--- src/verilog/iq_pkg.sv ---
`default_nettype none

package iq_pkg;

    // ------------------------------------------------------------------
    // widths and sizes
    // ------------------------------------------------------------------
    localparam int WORD_W    = 32;
    localparam int TAG_W     = 6;
    localparam int IQ_SIZE   = 4;
    localparam int AGE_W     = 3;
    localparam int CDB_COUNT = 2;
    localparam int SRC_COUNT = 2;

    // index of one queue slot
    localparam int IQ_IDX_W  = $clog2(IQ_SIZE);

    typedef logic [WORD_W-1:0] word_t;
    typedef logic [TAG_W-1:0]  tag_t;
    typedef logic [AGE_W-1:0]  age_t;

    // shifts take the low 5 bits of operand 1, SLT is signed
    typedef enum logic [2:0] {
        ADD = 3'd0,
        SUB = 3'd1,
        AND = 3'd2,
        OR  = 3'd3,
        XOR = 3'd4,
        SLL = 3'd5,
        SRL = 3'd6,
        SLT = 3'd7
    } alu_op_e;

    // ------------------------------------------------------------------
    // bundles
    // ------------------------------------------------------------------
    typedef struct packed {
        logic  present;
        tag_t  tag;
        word_t data;
    } operand_t;

    typedef struct packed {
        alu_op_e                     op;
        tag_t                        dst;
        operand_t [SRC_COUNT-1:0]    src;
    } dispatch_t;

    // one CDB channel or the self broadcast
    typedef struct packed {
        logic  valid;
        tag_t  tag;
        word_t data;
    } bcast_t;

    typedef struct packed {
        alu_op_e                  op;
        tag_t                     dst;
        word_t [SRC_COUNT-1:0]    data;
    } issue_t;

    typedef struct packed {
        tag_t  tag;
        word_t data;
    } result_t;

endpackage

`default_nettype wire

--- src/verilog/iq_alloc.sv ---
`timescale 1ns/1ns
`default_nettype none

module iq_alloc (
    input  wire logic                        clk,
    input  wire logic                        arst_n_i,
    input  wire logic                        flush_i,
    input  wire logic                        dispatch_valid_i,
    input  wire logic [iq_pkg::IQ_SIZE-1:0]  entry_busy_i,
    output logic                             dispatch_ready_o,
    output logic      [iq_pkg::IQ_SIZE-1:0]  entry_write_o
);
    import iq_pkg::*;

    logic                accept;
    logic                found;
    logic [IQ_SIZE-1:0]  busy_next;
    logic                free_q;

    assign accept = dispatch_valid_i & dispatch_ready_o;

    // lowest index free slot takes the dispatch
    always_comb begin
        entry_write_o = '0;
        found         = 1'b0;
        for (int i = 0; i < IQ_SIZE; i++) begin
            if (!entry_busy_i[i] && !found) begin
                entry_write_o[i] = accept;
                found            = 1'b1;
            end
        end
    end

    // grants only free slots, so counting writes alone never overstates room
    assign busy_next = entry_busy_i | entry_write_o;

    always_ff @(posedge clk or negedge arst_n_i) begin
        if (!arst_n_i) begin
            free_q <= 1'b1;
        end else if (flush_i) begin
            free_q <= 1'b1;
        end else begin
            free_q <= ~&busy_next;
        end
    end

    assign dispatch_ready_o = free_q;

endmodule

`default_nettype wire

--- src/verilog/iq_entry.sv ---
`timescale 1ns/1ns
`default_nettype none

module iq_entry (
    input  wire logic                                    clk,
    input  wire logic                                    arst_n_i,
    input  wire logic                                    flush_i,
    input  wire logic                                    write_i,
    input  wire logic                                    grant_i,
    input  wire iq_pkg::dispatch_t                       dispatch_i,
    input  wire iq_pkg::bcast_t [iq_pkg::CDB_COUNT:0]    bcast_i,
    output logic                                         busy_o,
    output logic                                         ready_o,
    output iq_pkg::issue_t                               issue_o
);
    import iq_pkg::*;

    logic                         busy_q;
    alu_op_e                      op_q;
    tag_t                         dst_q;
    operand_t [SRC_COUNT-1:0]     src_q;
    operand_t [SRC_COUNT-1:0]     src_base;
    operand_t [SRC_COUNT-1:0]     src_next;
    logic     [SRC_COUNT-1:0]     src_present;

    // ------------------------------------------------------------------
    // operand snoop
    // ------------------------------------------------------------------
    // a fresh dispatch is snooped too, so a same cycle broadcast is not lost
    always_comb begin
        src_base = write_i ? dispatch_i.src : src_q;
        src_next = src_base;
        for (int s = 0; s < SRC_COUNT; s++) begin
            for (int b = 0; b <= CDB_COUNT; b++) begin
                if (!src_base[s].present && bcast_i[b].valid &&
                    bcast_i[b].tag == src_base[s].tag) begin
                    src_next[s].present = 1'b1;
                    src_next[s].data    = bcast_i[b].data;
                end
            end
        end
    end

    always_ff @(posedge clk) begin
        src_q <= src_next;
        if (write_i) begin
            op_q  <= dispatch_i.op;
            dst_q <= dispatch_i.dst;
        end
    end

    // ------------------------------------------------------------------
    // occupancy
    // ------------------------------------------------------------------
    always_ff @(posedge clk or negedge arst_n_i) begin
        if (!arst_n_i) begin
            busy_q <= 1'b0;
        end else if (flush_i) begin
            busy_q <= 1'b0;
        end else if (write_i) begin
            busy_q <= 1'b1;
        end else if (grant_i) begin
            busy_q <= 1'b0;
        end
    end

    always_comb begin
        for (int s = 0; s < SRC_COUNT; s++) begin
            src_present[s] = src_q[s].present;
        end
    end

    assign busy_o  = busy_q;
    assign ready_o = busy_q & (&src_present);

    always_comb begin
        issue_o.op  = op_q;
        issue_o.dst = dst_q;
        for (int s = 0; s < SRC_COUNT; s++) begin
            issue_o.data[s] = src_q[s].data;
        end
    end

endmodule

`default_nettype wire

--- src/verilog/iq_age_select.sv ---
`timescale 1ns/1ns
`default_nettype none

module iq_age_select (
    input  wire logic                        clk,
    input  wire logic                        arst_n_i,
    input  wire logic                        flush_i,
    input  wire logic                        advance_i,
    input  wire logic [iq_pkg::IQ_SIZE-1:0]  entry_write_i,
    input  wire logic [iq_pkg::IQ_SIZE-1:0]  entry_ready_i,
    output logic      [iq_pkg::IQ_SIZE-1:0]  grant_o
);
    import iq_pkg::*;

    localparam int NODES = 2 * IQ_SIZE - 1;

    age_t [IQ_SIZE-1:0]                    age_q;
    logic [NODES-1:0][AGE_W:0]             node_key;
    logic [NODES-1:0][IQ_IDX_W-1:0]        node_idx;
    logic [IQ_IDX_W-1:0]                   win_idx;

    // ------------------------------------------------------------------
    // age counters, cleared on write, saturating at the top
    // ------------------------------------------------------------------
    always_ff @(posedge clk or negedge arst_n_i) begin
        if (!arst_n_i) begin
            age_q <= '0;
        end else if (flush_i) begin
            age_q <= '0;
        end else begin
            for (int i = 0; i < IQ_SIZE; i++) begin
                if (entry_write_i[i]) begin
                    age_q[i] <= '0;
                end else if (age_q[i] != '1) begin
                    age_q[i] <= age_q[i] + 1'b1;
                end
            end
        end
    end

    // ------------------------------------------------------------------
    // comparison tree
    // ------------------------------------------------------------------
    // heap layout, leaves in index order; key is ready bit above age
    always_comb begin
        node_key = '0;
        node_idx = '0;
        for (int i = 0; i < IQ_SIZE; i++) begin
            node_key[IQ_SIZE-1+i] = {entry_ready_i[i], age_q[i]};
            node_idx[IQ_SIZE-1+i] = IQ_IDX_W'(i);
        end
        for (int n = IQ_SIZE - 2; n >= 0; n--) begin
            // strict compare, so a tie keeps the left (lower) index
            if (node_key[2*n+2] > node_key[2*n+1]) begin
                node_key[n] = node_key[2*n+2];
                node_idx[n] = node_idx[2*n+2];
            end else begin
                node_key[n] = node_key[2*n+1];
                node_idx[n] = node_idx[2*n+1];
            end
        end
    end

    assign win_idx = node_idx[0];

    always_comb begin
        grant_o          = '0;
        grant_o[win_idx] = node_key[0][AGE_W] & advance_i;
    end

endmodule

`default_nettype wire

--- src/verilog/alu_exec.sv ---
`timescale 1ns/1ns
`default_nettype none

module alu_exec (
    input  wire logic              clk,
    input  wire logic              arst_n_i,
    input  wire logic              flush_i,
    input  wire logic              issue_valid_i,
    input  wire iq_pkg::issue_t    issue_i,
    input  wire logic              result_fifo_ready_i,
    output logic                   advance_o,
    output iq_pkg::bcast_t         self_bcast_o,
    output logic                   result_valid_o,
    output iq_pkg::result_t        result_o
);
    import iq_pkg::*;

    logic     opr_valid_q;
    issue_t   opr_q;
    logic     res_valid_q;
    result_t  res_q;
    word_t    src0;
    word_t    src1;
    word_t    alu_out;

    // result slot empty or leaving this cycle
    assign advance_o = ~res_valid_q | result_fifo_ready_i;

    // ------------------------------------------------------------------
    // pipeline valid bits
    // ------------------------------------------------------------------
    always_ff @(posedge clk or negedge arst_n_i) begin
        if (!arst_n_i) begin
            opr_valid_q <= 1'b0;
            res_valid_q <= 1'b0;
        end else if (flush_i) begin
            opr_valid_q <= 1'b0;
            res_valid_q <= 1'b0;
        end else if (advance_o) begin
            opr_valid_q <= issue_valid_i;
            res_valid_q <= opr_valid_q;
        end
    end

    always_ff @(posedge clk) begin
        if (advance_o) begin
            opr_q    <= issue_i;
            res_q    <= '{tag: opr_q.dst, data: alu_out};
        end
    end

    // ------------------------------------------------------------------
    // ALU
    // ------------------------------------------------------------------
    assign src0 = opr_q.data[0];
    assign src1 = opr_q.data[1];

    always_comb begin
        case (opr_q.op)
            ADD:     alu_out = src0 + src1;
            SUB:     alu_out = src0 - src1;
            AND:     alu_out = src0 & src1;
            OR:      alu_out = src0 | src1;
            XOR:     alu_out = src0 ^ src1;
            SLL:     alu_out = src0 << src1[4:0];
            SRL:     alu_out = src0 >> src1[4:0];
            SLT:     alu_out = ($signed(src0) < $signed(src1)) ? 1 : 0;
            default: alu_out = '0;
        endcase
    end

    // wakes dependents in the cycle the result register loads
    always_comb begin
        self_bcast_o.valid = opr_valid_q & advance_o;
        self_bcast_o.tag   = opr_q.dst;
        self_bcast_o.data  = alu_out;
    end

    assign result_valid_o = res_valid_q;
    assign result_o       = res_q;

endmodule

`default_nettype wire

--- src/verilog/alu_iq.sv ---
`timescale 1ns/1ns
`default_nettype none

module alu_iq (
    input  wire logic                                    clk,
    input  wire logic                                    arst_n_i,
    input  wire logic                                    flush_i,
    input  wire logic                                    dispatch_valid_i,
    input  wire iq_pkg::dispatch_t                       dispatch_i,
    output logic                                         dispatch_ready_o,
    input  wire iq_pkg::bcast_t [iq_pkg::CDB_COUNT-1:0]  cdb_i,
    input  wire logic                                    result_fifo_ready_i,
    output logic                                         result_valid_o,
    output iq_pkg::result_t                              result_o
);
    import iq_pkg::*;

    logic   [IQ_SIZE-1:0]    entry_busy;
    logic   [IQ_SIZE-1:0]    entry_ready;
    logic   [IQ_SIZE-1:0]    entry_write;
    logic   [IQ_SIZE-1:0]    grant;
    issue_t [IQ_SIZE-1:0]    entry_issue;
    issue_t                  issue_sel;
    logic                    advance;
    bcast_t                  self_bcast;
    bcast_t [CDB_COUNT:0]    bcast_bus;

    // self broadcast sits on the top channel
    assign bcast_bus = {self_bcast, cdb_i};

    // ------------------------------------------------------------------
    // allocation
    // ------------------------------------------------------------------
    iq_alloc u_alloc (
        .clk              (clk),
        .arst_n_i         (arst_n_i),
        .flush_i          (flush_i),
        .dispatch_valid_i (dispatch_valid_i),
        .entry_busy_i     (entry_busy),
        .dispatch_ready_o (dispatch_ready_o),
        .entry_write_o    (entry_write)
    );

    // ------------------------------------------------------------------
    // queue slots
    // ------------------------------------------------------------------
    for (genvar i = 0; i < IQ_SIZE; i++) begin : gen_entry
        iq_entry u_entry (
            .clk        (clk),
            .arst_n_i   (arst_n_i),
            .flush_i    (flush_i),
            .write_i    (entry_write[i]),
            .grant_i    (grant[i]),
            .dispatch_i (dispatch_i),
            .bcast_i    (bcast_bus),
            .busy_o     (entry_busy[i]),
            .ready_o    (entry_ready[i]),
            .issue_o    (entry_issue[i])
        );
    end

    iq_age_select u_age_select (
        .clk           (clk),
        .arst_n_i      (arst_n_i),
        .flush_i       (flush_i),
        .advance_i     (advance),
        .entry_write_i (entry_write),
        .entry_ready_i (entry_ready),
        .grant_o       (grant)
    );

    // grant is one-hot, so OR-ing the masked slots is the mux
    always_comb begin
        issue_sel = '0;
        for (int i = 0; i < IQ_SIZE; i++) begin
            issue_sel = issue_sel | (entry_issue[i] & {$bits(issue_t){grant[i]}});
        end
    end

    // ------------------------------------------------------------------
    // execute
    // ------------------------------------------------------------------
    alu_exec u_exec (
        .clk                 (clk),
        .arst_n_i            (arst_n_i),
        .flush_i             (flush_i),
        .issue_valid_i       (|grant),
        .issue_i             (issue_sel),
        .result_fifo_ready_i (result_fifo_ready_i),
        .advance_o           (advance),
        .self_bcast_o        (self_bcast),
        .result_valid_o      (result_valid_o),
        .result_o            (result_o)
    );

endmodule

`default_nettype wire

--- config.mk ---
export PLATFORM = sky130hd
export DESIGN_NAME = alu_iq
export DESIGN_NICKNAME = d
export VERILOG_FILES = /design/src/verilog/iq_pkg.sv /design/src/verilog/iq_alloc.sv /design/src/verilog/iq_entry.sv /design/src/verilog/iq_age_select.sv /design/src/verilog/alu_exec.sv /design/src/verilog/alu_iq.sv
export SDC_FILE = /design/constraint.sdc
export NUM_CORES = 2
export LEC_CHECK = 0
export BUFFER_PORTS_ARGS = -buffer_cell sky130_fd_sc_hd__clkbuf_2
export CORE_ASPECT_RATIO = 0.5
export CORE_MARGIN = 1.5
export CORE_UTILIZATION = 40
export DETAILED_ROUTE_END_ITERATION = 12
export GPL_TIMING_DRIVEN = 1
export HOLD_SLACK_MARGIN = 0.06
export SLEW_MARGIN = 20
export SYNTH_ARGS = -nofsm -noshare
export SYNTH_HDL_FRONTEND = slang
export SYNTH_SLANG_ARGS = --single-unit
--- constraint.sdc ---
create_clock -name clk -period 7.2 [get_ports clk]
set_clock_uncertainty 0.15 [all_clocks]
set_input_delay 1.08 -clock clk [delete_from_list [all_inputs] [get_ports clk]]
set_output_delay 1.08 -clock clk [all_outputs]
set_load 0.005 [all_outputs]
==> qor.txt <==
I/O pin cnt: 210
Via-to-Cell Ratio: 6.55
Synth cell types: 112
Dominant synthesized flop cell: edfxtp_1
CTS Root Cell: clkbuf_16
Leak: 17.5 nW
Clk pwr share: 0.215
Psw: 6.19 mW
Core Footprint: 93100 um^2
CTS resizes: 0
Seq/Total Area, Yosys: 0.364
Status: finished clean
Post CTS Setup Buffer Count: 0
Final Critical Period: 5.52 ns
Syn_area_per_cell: 9.46 um^2
Port buffer count: 209
Period utilization: 0.767
Die area: 96200 um^2
H-Tree Depth: 2
Initial antenna violation count: 14
Maximum vdd ir drop: 0.195 mV
Flop pwr share: 0.291
Setup CP Type: flip-flop to flip-flop
RSZ-0062 raised after global routing: no
Layout Cells excl Fill: 5314
Fmax: 181 MHz
Critical path's slowest cell: a2111oi_0
Global Route Usage Sum: 0.319
Sw Ratio: 0.455
CTS buffer count: 51
Clk sink count: 478
CTS tree: done
Worst-path clk slew: 0.07 ns
Slew headroom: 0.156
Row Count: 79
Most frequent cells in the layout: 527 x mux2i_1, 403 x edfxtp_1, 336 x nand2_1
Post-synth design cell area: 37700 um^2
Async set-or-reset flop fraction in the synthesized netlist: 0.0397
Die Y: 220 um
Clock Tree Buf Depth: 3
Detailed Routing Iterations Pass 1: 8
Post-route cell area: 41600 um^2
Starting Density: 0.405
Class of the worst hold path: input port to async pin
DIE WIDTH: 437 um
Drt drc: 0
Max Cap Viol: 0
Worst Path Arrival: 5.69 ns
Number of nets with antenna violations after routing: 0
Post-synth EDFFs: 403
Clock latency on the worst-skew pair: 0.63 ns
Total global routing overflow: 0
Crit path cell chain: inv_1, ha_1, inv_1, a2111oi_0, a211oi_1, a211oi_2, o211ai_1, a211oi_1, mux2_2, a22oi_2, mux2i_1
Fin. Hold Viols: 0
Commonest non-fill, non-tap cell in the layout: mux2i_1
CP max stage delay: 0.85 ns
Layout area overhead: 10.3%
Placed cell area: 39700 um^2
Share of cells above drive strength 1: 0.147
First-pass GRT wire length: 227000 um
WL/cell: 29.7 um
Cells after synthesis: 3985
Power Internal: 7.42 mW
Yosys reg bits: 478
Final-stage net count: 4295
Vias in the first global route: 32.7k
Drt total wl: 158000 um
Syn Nets: 4274
Worst-Margin Slew: 1.26 ns
Final setup fails: 0
Yosys warns: 0
WP data required: 7.37 ns
Startpoint Class: flip-flop
CP delay by family, top: compound AO/OA/AOI/OAI gates
RePlAce Congestion: 0.958
Initial drt markers: 5100
Cell Pwr Density: 327 nW/um^2
Post-Place Cells: 5207
Worst path bufs/invs: 2
Crit. End Element: flip-flop
Post-DP HPWL: 105000 um
Via count: 34.8k
Post-CTS Hold Fix Bufs: 0
Pin count of the biggest net entering global routing: 77
Setup TNS: 0 ns
Pins over their slew limit: 0
CP Max Fanout: 9
Comb power frac: 0.494
-- layer usage --
metal / up-vias / part of all wire / GRT usage
met5: - / 0 / 0
met1: 17200 / 0.41 / 0.441
met2: 2251 / 0.44 / 0.493
li1: 15000 / - / -
met3: 385 / 0.11 / 0.0557
met4: 0 / 0.039 / 0.129
-- metrics by stage --
stage	hold WS, ns	worst slack [ns]	total power, mW	util
4_1_cts	0.259	1.97	13.4	0.446
3_5_place_dp	0.329	1.50	10.5	0.427
6_report	0.266	1.68	13.6	0.447
3_3_place_gp	0.324	1.53	10.4	0.427
2_1_floorplan	0.274	0.562	7.96	-
5_1_grt	0.295	1.62	14.1	0.447
-- path summary, 6_finish.rpt --
| path | startpoint | endpoint | slack, ns | cells after the start |
|---|---|---|---|---|
| min | arst_n_i | u_age_select.age_q[9]$_DFFE_PN0P_ | 0.27 | 1 |
| max reg2reg | u_exec.src1[4]$_DFFE_PN_ | gen_entry[2].u_entry.issue_o[31]$_DFFE_PP_ | 1.68 | 11 |
| max | u_exec.src1[4]$_DFFE_PN_ | gen_entry[2].u_entry.issue_o[31]$_DFFE_PP_ | 1.68 | 11 |
| min reg2reg | gen_entry[0].u_entry.src_q[71]$_DFF_P_ | gen_entry[0].u_entry.src_q[71]$_DFF_P_ | 0.34 | 2 |
| max in group asynchronous | arst_n_i | u_age_select.age_q[6]$_DFFE_PN0P_ | 6.27 | 1 |
| min in group clk | gen_entry[0].u_entry.src_q[71]$_DFF_P_ | gen_entry[0].u_entry.src_q[71]$_DFF_P_ | 0.34 | 2 |
-- worst reg2reg max path, delay by kind of cell, from the launching register on --
kind	cells	cell delay [ns]
fa+ha+maj	1	0.43
buf+inv	2	0.32
flops	1	0.62
compound gates	6	3.14
mux	2	0.58
-- cell families (layout without fill, tap and decap cells) --
logic type                 count (synthesis)  count (layout)  share of synthesized area
AOI/OAI and AO/OA                       1109            1109                      0.198
xor gates and xnor gates                 146             146                     0.0339
adders and majority gates                121             121                     0.0404
buffers and inverters                    584             647                     0.0643
DFF                                      478             478                      0.364
muxes                                    637             637                      0.186
other                                      0              11                          0
and+or+nand+nor                          910             910                      0.113
-- cell type report --
class	instances	area, um^2
diodes	11	27.5
clock buffers	57	1340
clock inverters	38	469
fillers	8959	51500
inverters	244	926
multi-input cells	2923	21800
flip-flops and latches	478	13700
well taps	1255	1570
repair buffers	308	1790
-- flip-flops by register name, summed over array words and instances, names as in the netlist, 6 cells and up --
signal,cells
gen_entry.u_entry.issue_o,256
gen_entry.u_entry.src_q,48
u_exec.result_o,38
u_exec.src0,32
u_exec.src1,32
gen_entry.u_entry.dst_q,24
gen_entry.u_entry.op_q,12
u_age_select.age_q,12
gen_entry.u_entry.src_present,8
u_exec.self_bcast_o,6
-- synth_stat cells, drive strengths merged (13+ instances only) --
| cell type | instances | area share |
|---|---|---|
| a222oi | 21 | 0.0056 |
| edfxtp | 403 | 0.32 |
| mux2i | 535 | 0.14 |
| mux2 | 67 | 0.022 |
| or3 | 16 | 0.0027 |
| buf | 157 | 0.022 |
| a211oi | 29 | 0.0064 |
| nand2b | 22 | 0.0037 |
| nor2b | 23 | 0.0038 |
| dfrtp | 18 | 0.012 |
| o211ai | 257 | 0.051 |
| mux4 | 35 | 0.021 |
| nand2 | 347 | 0.035 |
| dfxtp | 56 | 0.030 |
| a21oi | 154 | 0.021 |
| nor4 | 27 | 0.0046 |
| nand4 | 28 | 0.0051 |
| o221ai | 16 | 0.0039 |
| a2111oi | 14 | 0.0046 |
| and3 | 14 | 0.0023 |
| o21ai | 327 | 0.044 |
| nor2 | 166 | 0.017 |
| inv | 241 | 0.024 |
| ha | 117 | 0.039 |
| xor2 | 53 | 0.012 |
| a221o | 16 | 0.0042 |
| o22ai | 94 | 0.016 |
| or2 | 13 | 0.0022 |
| clkbuf | 183 | 0.018 |
| nor3 | 49 | 0.0066 |
| a21o | 40 | 0.0080 |
| nand3 | 160 | 0.021 |
| xnor2 | 93 | 0.022 |
-- power groups by stage --
stage / registers, mW / clock network, mW / logic (mW)
floorplan: 3.77 / 0 / 4.19
global placement: 3.98 / 0 / 6.45
detailed placement: 3.99 / 0 / 6.48
CTS: 3.93 / 2.95 / 6.50
global route: 3.98 / 3.05 / 7.07
finish: 3.96 / 2.93 / 6.72
(Power assumes the default switching activity.)
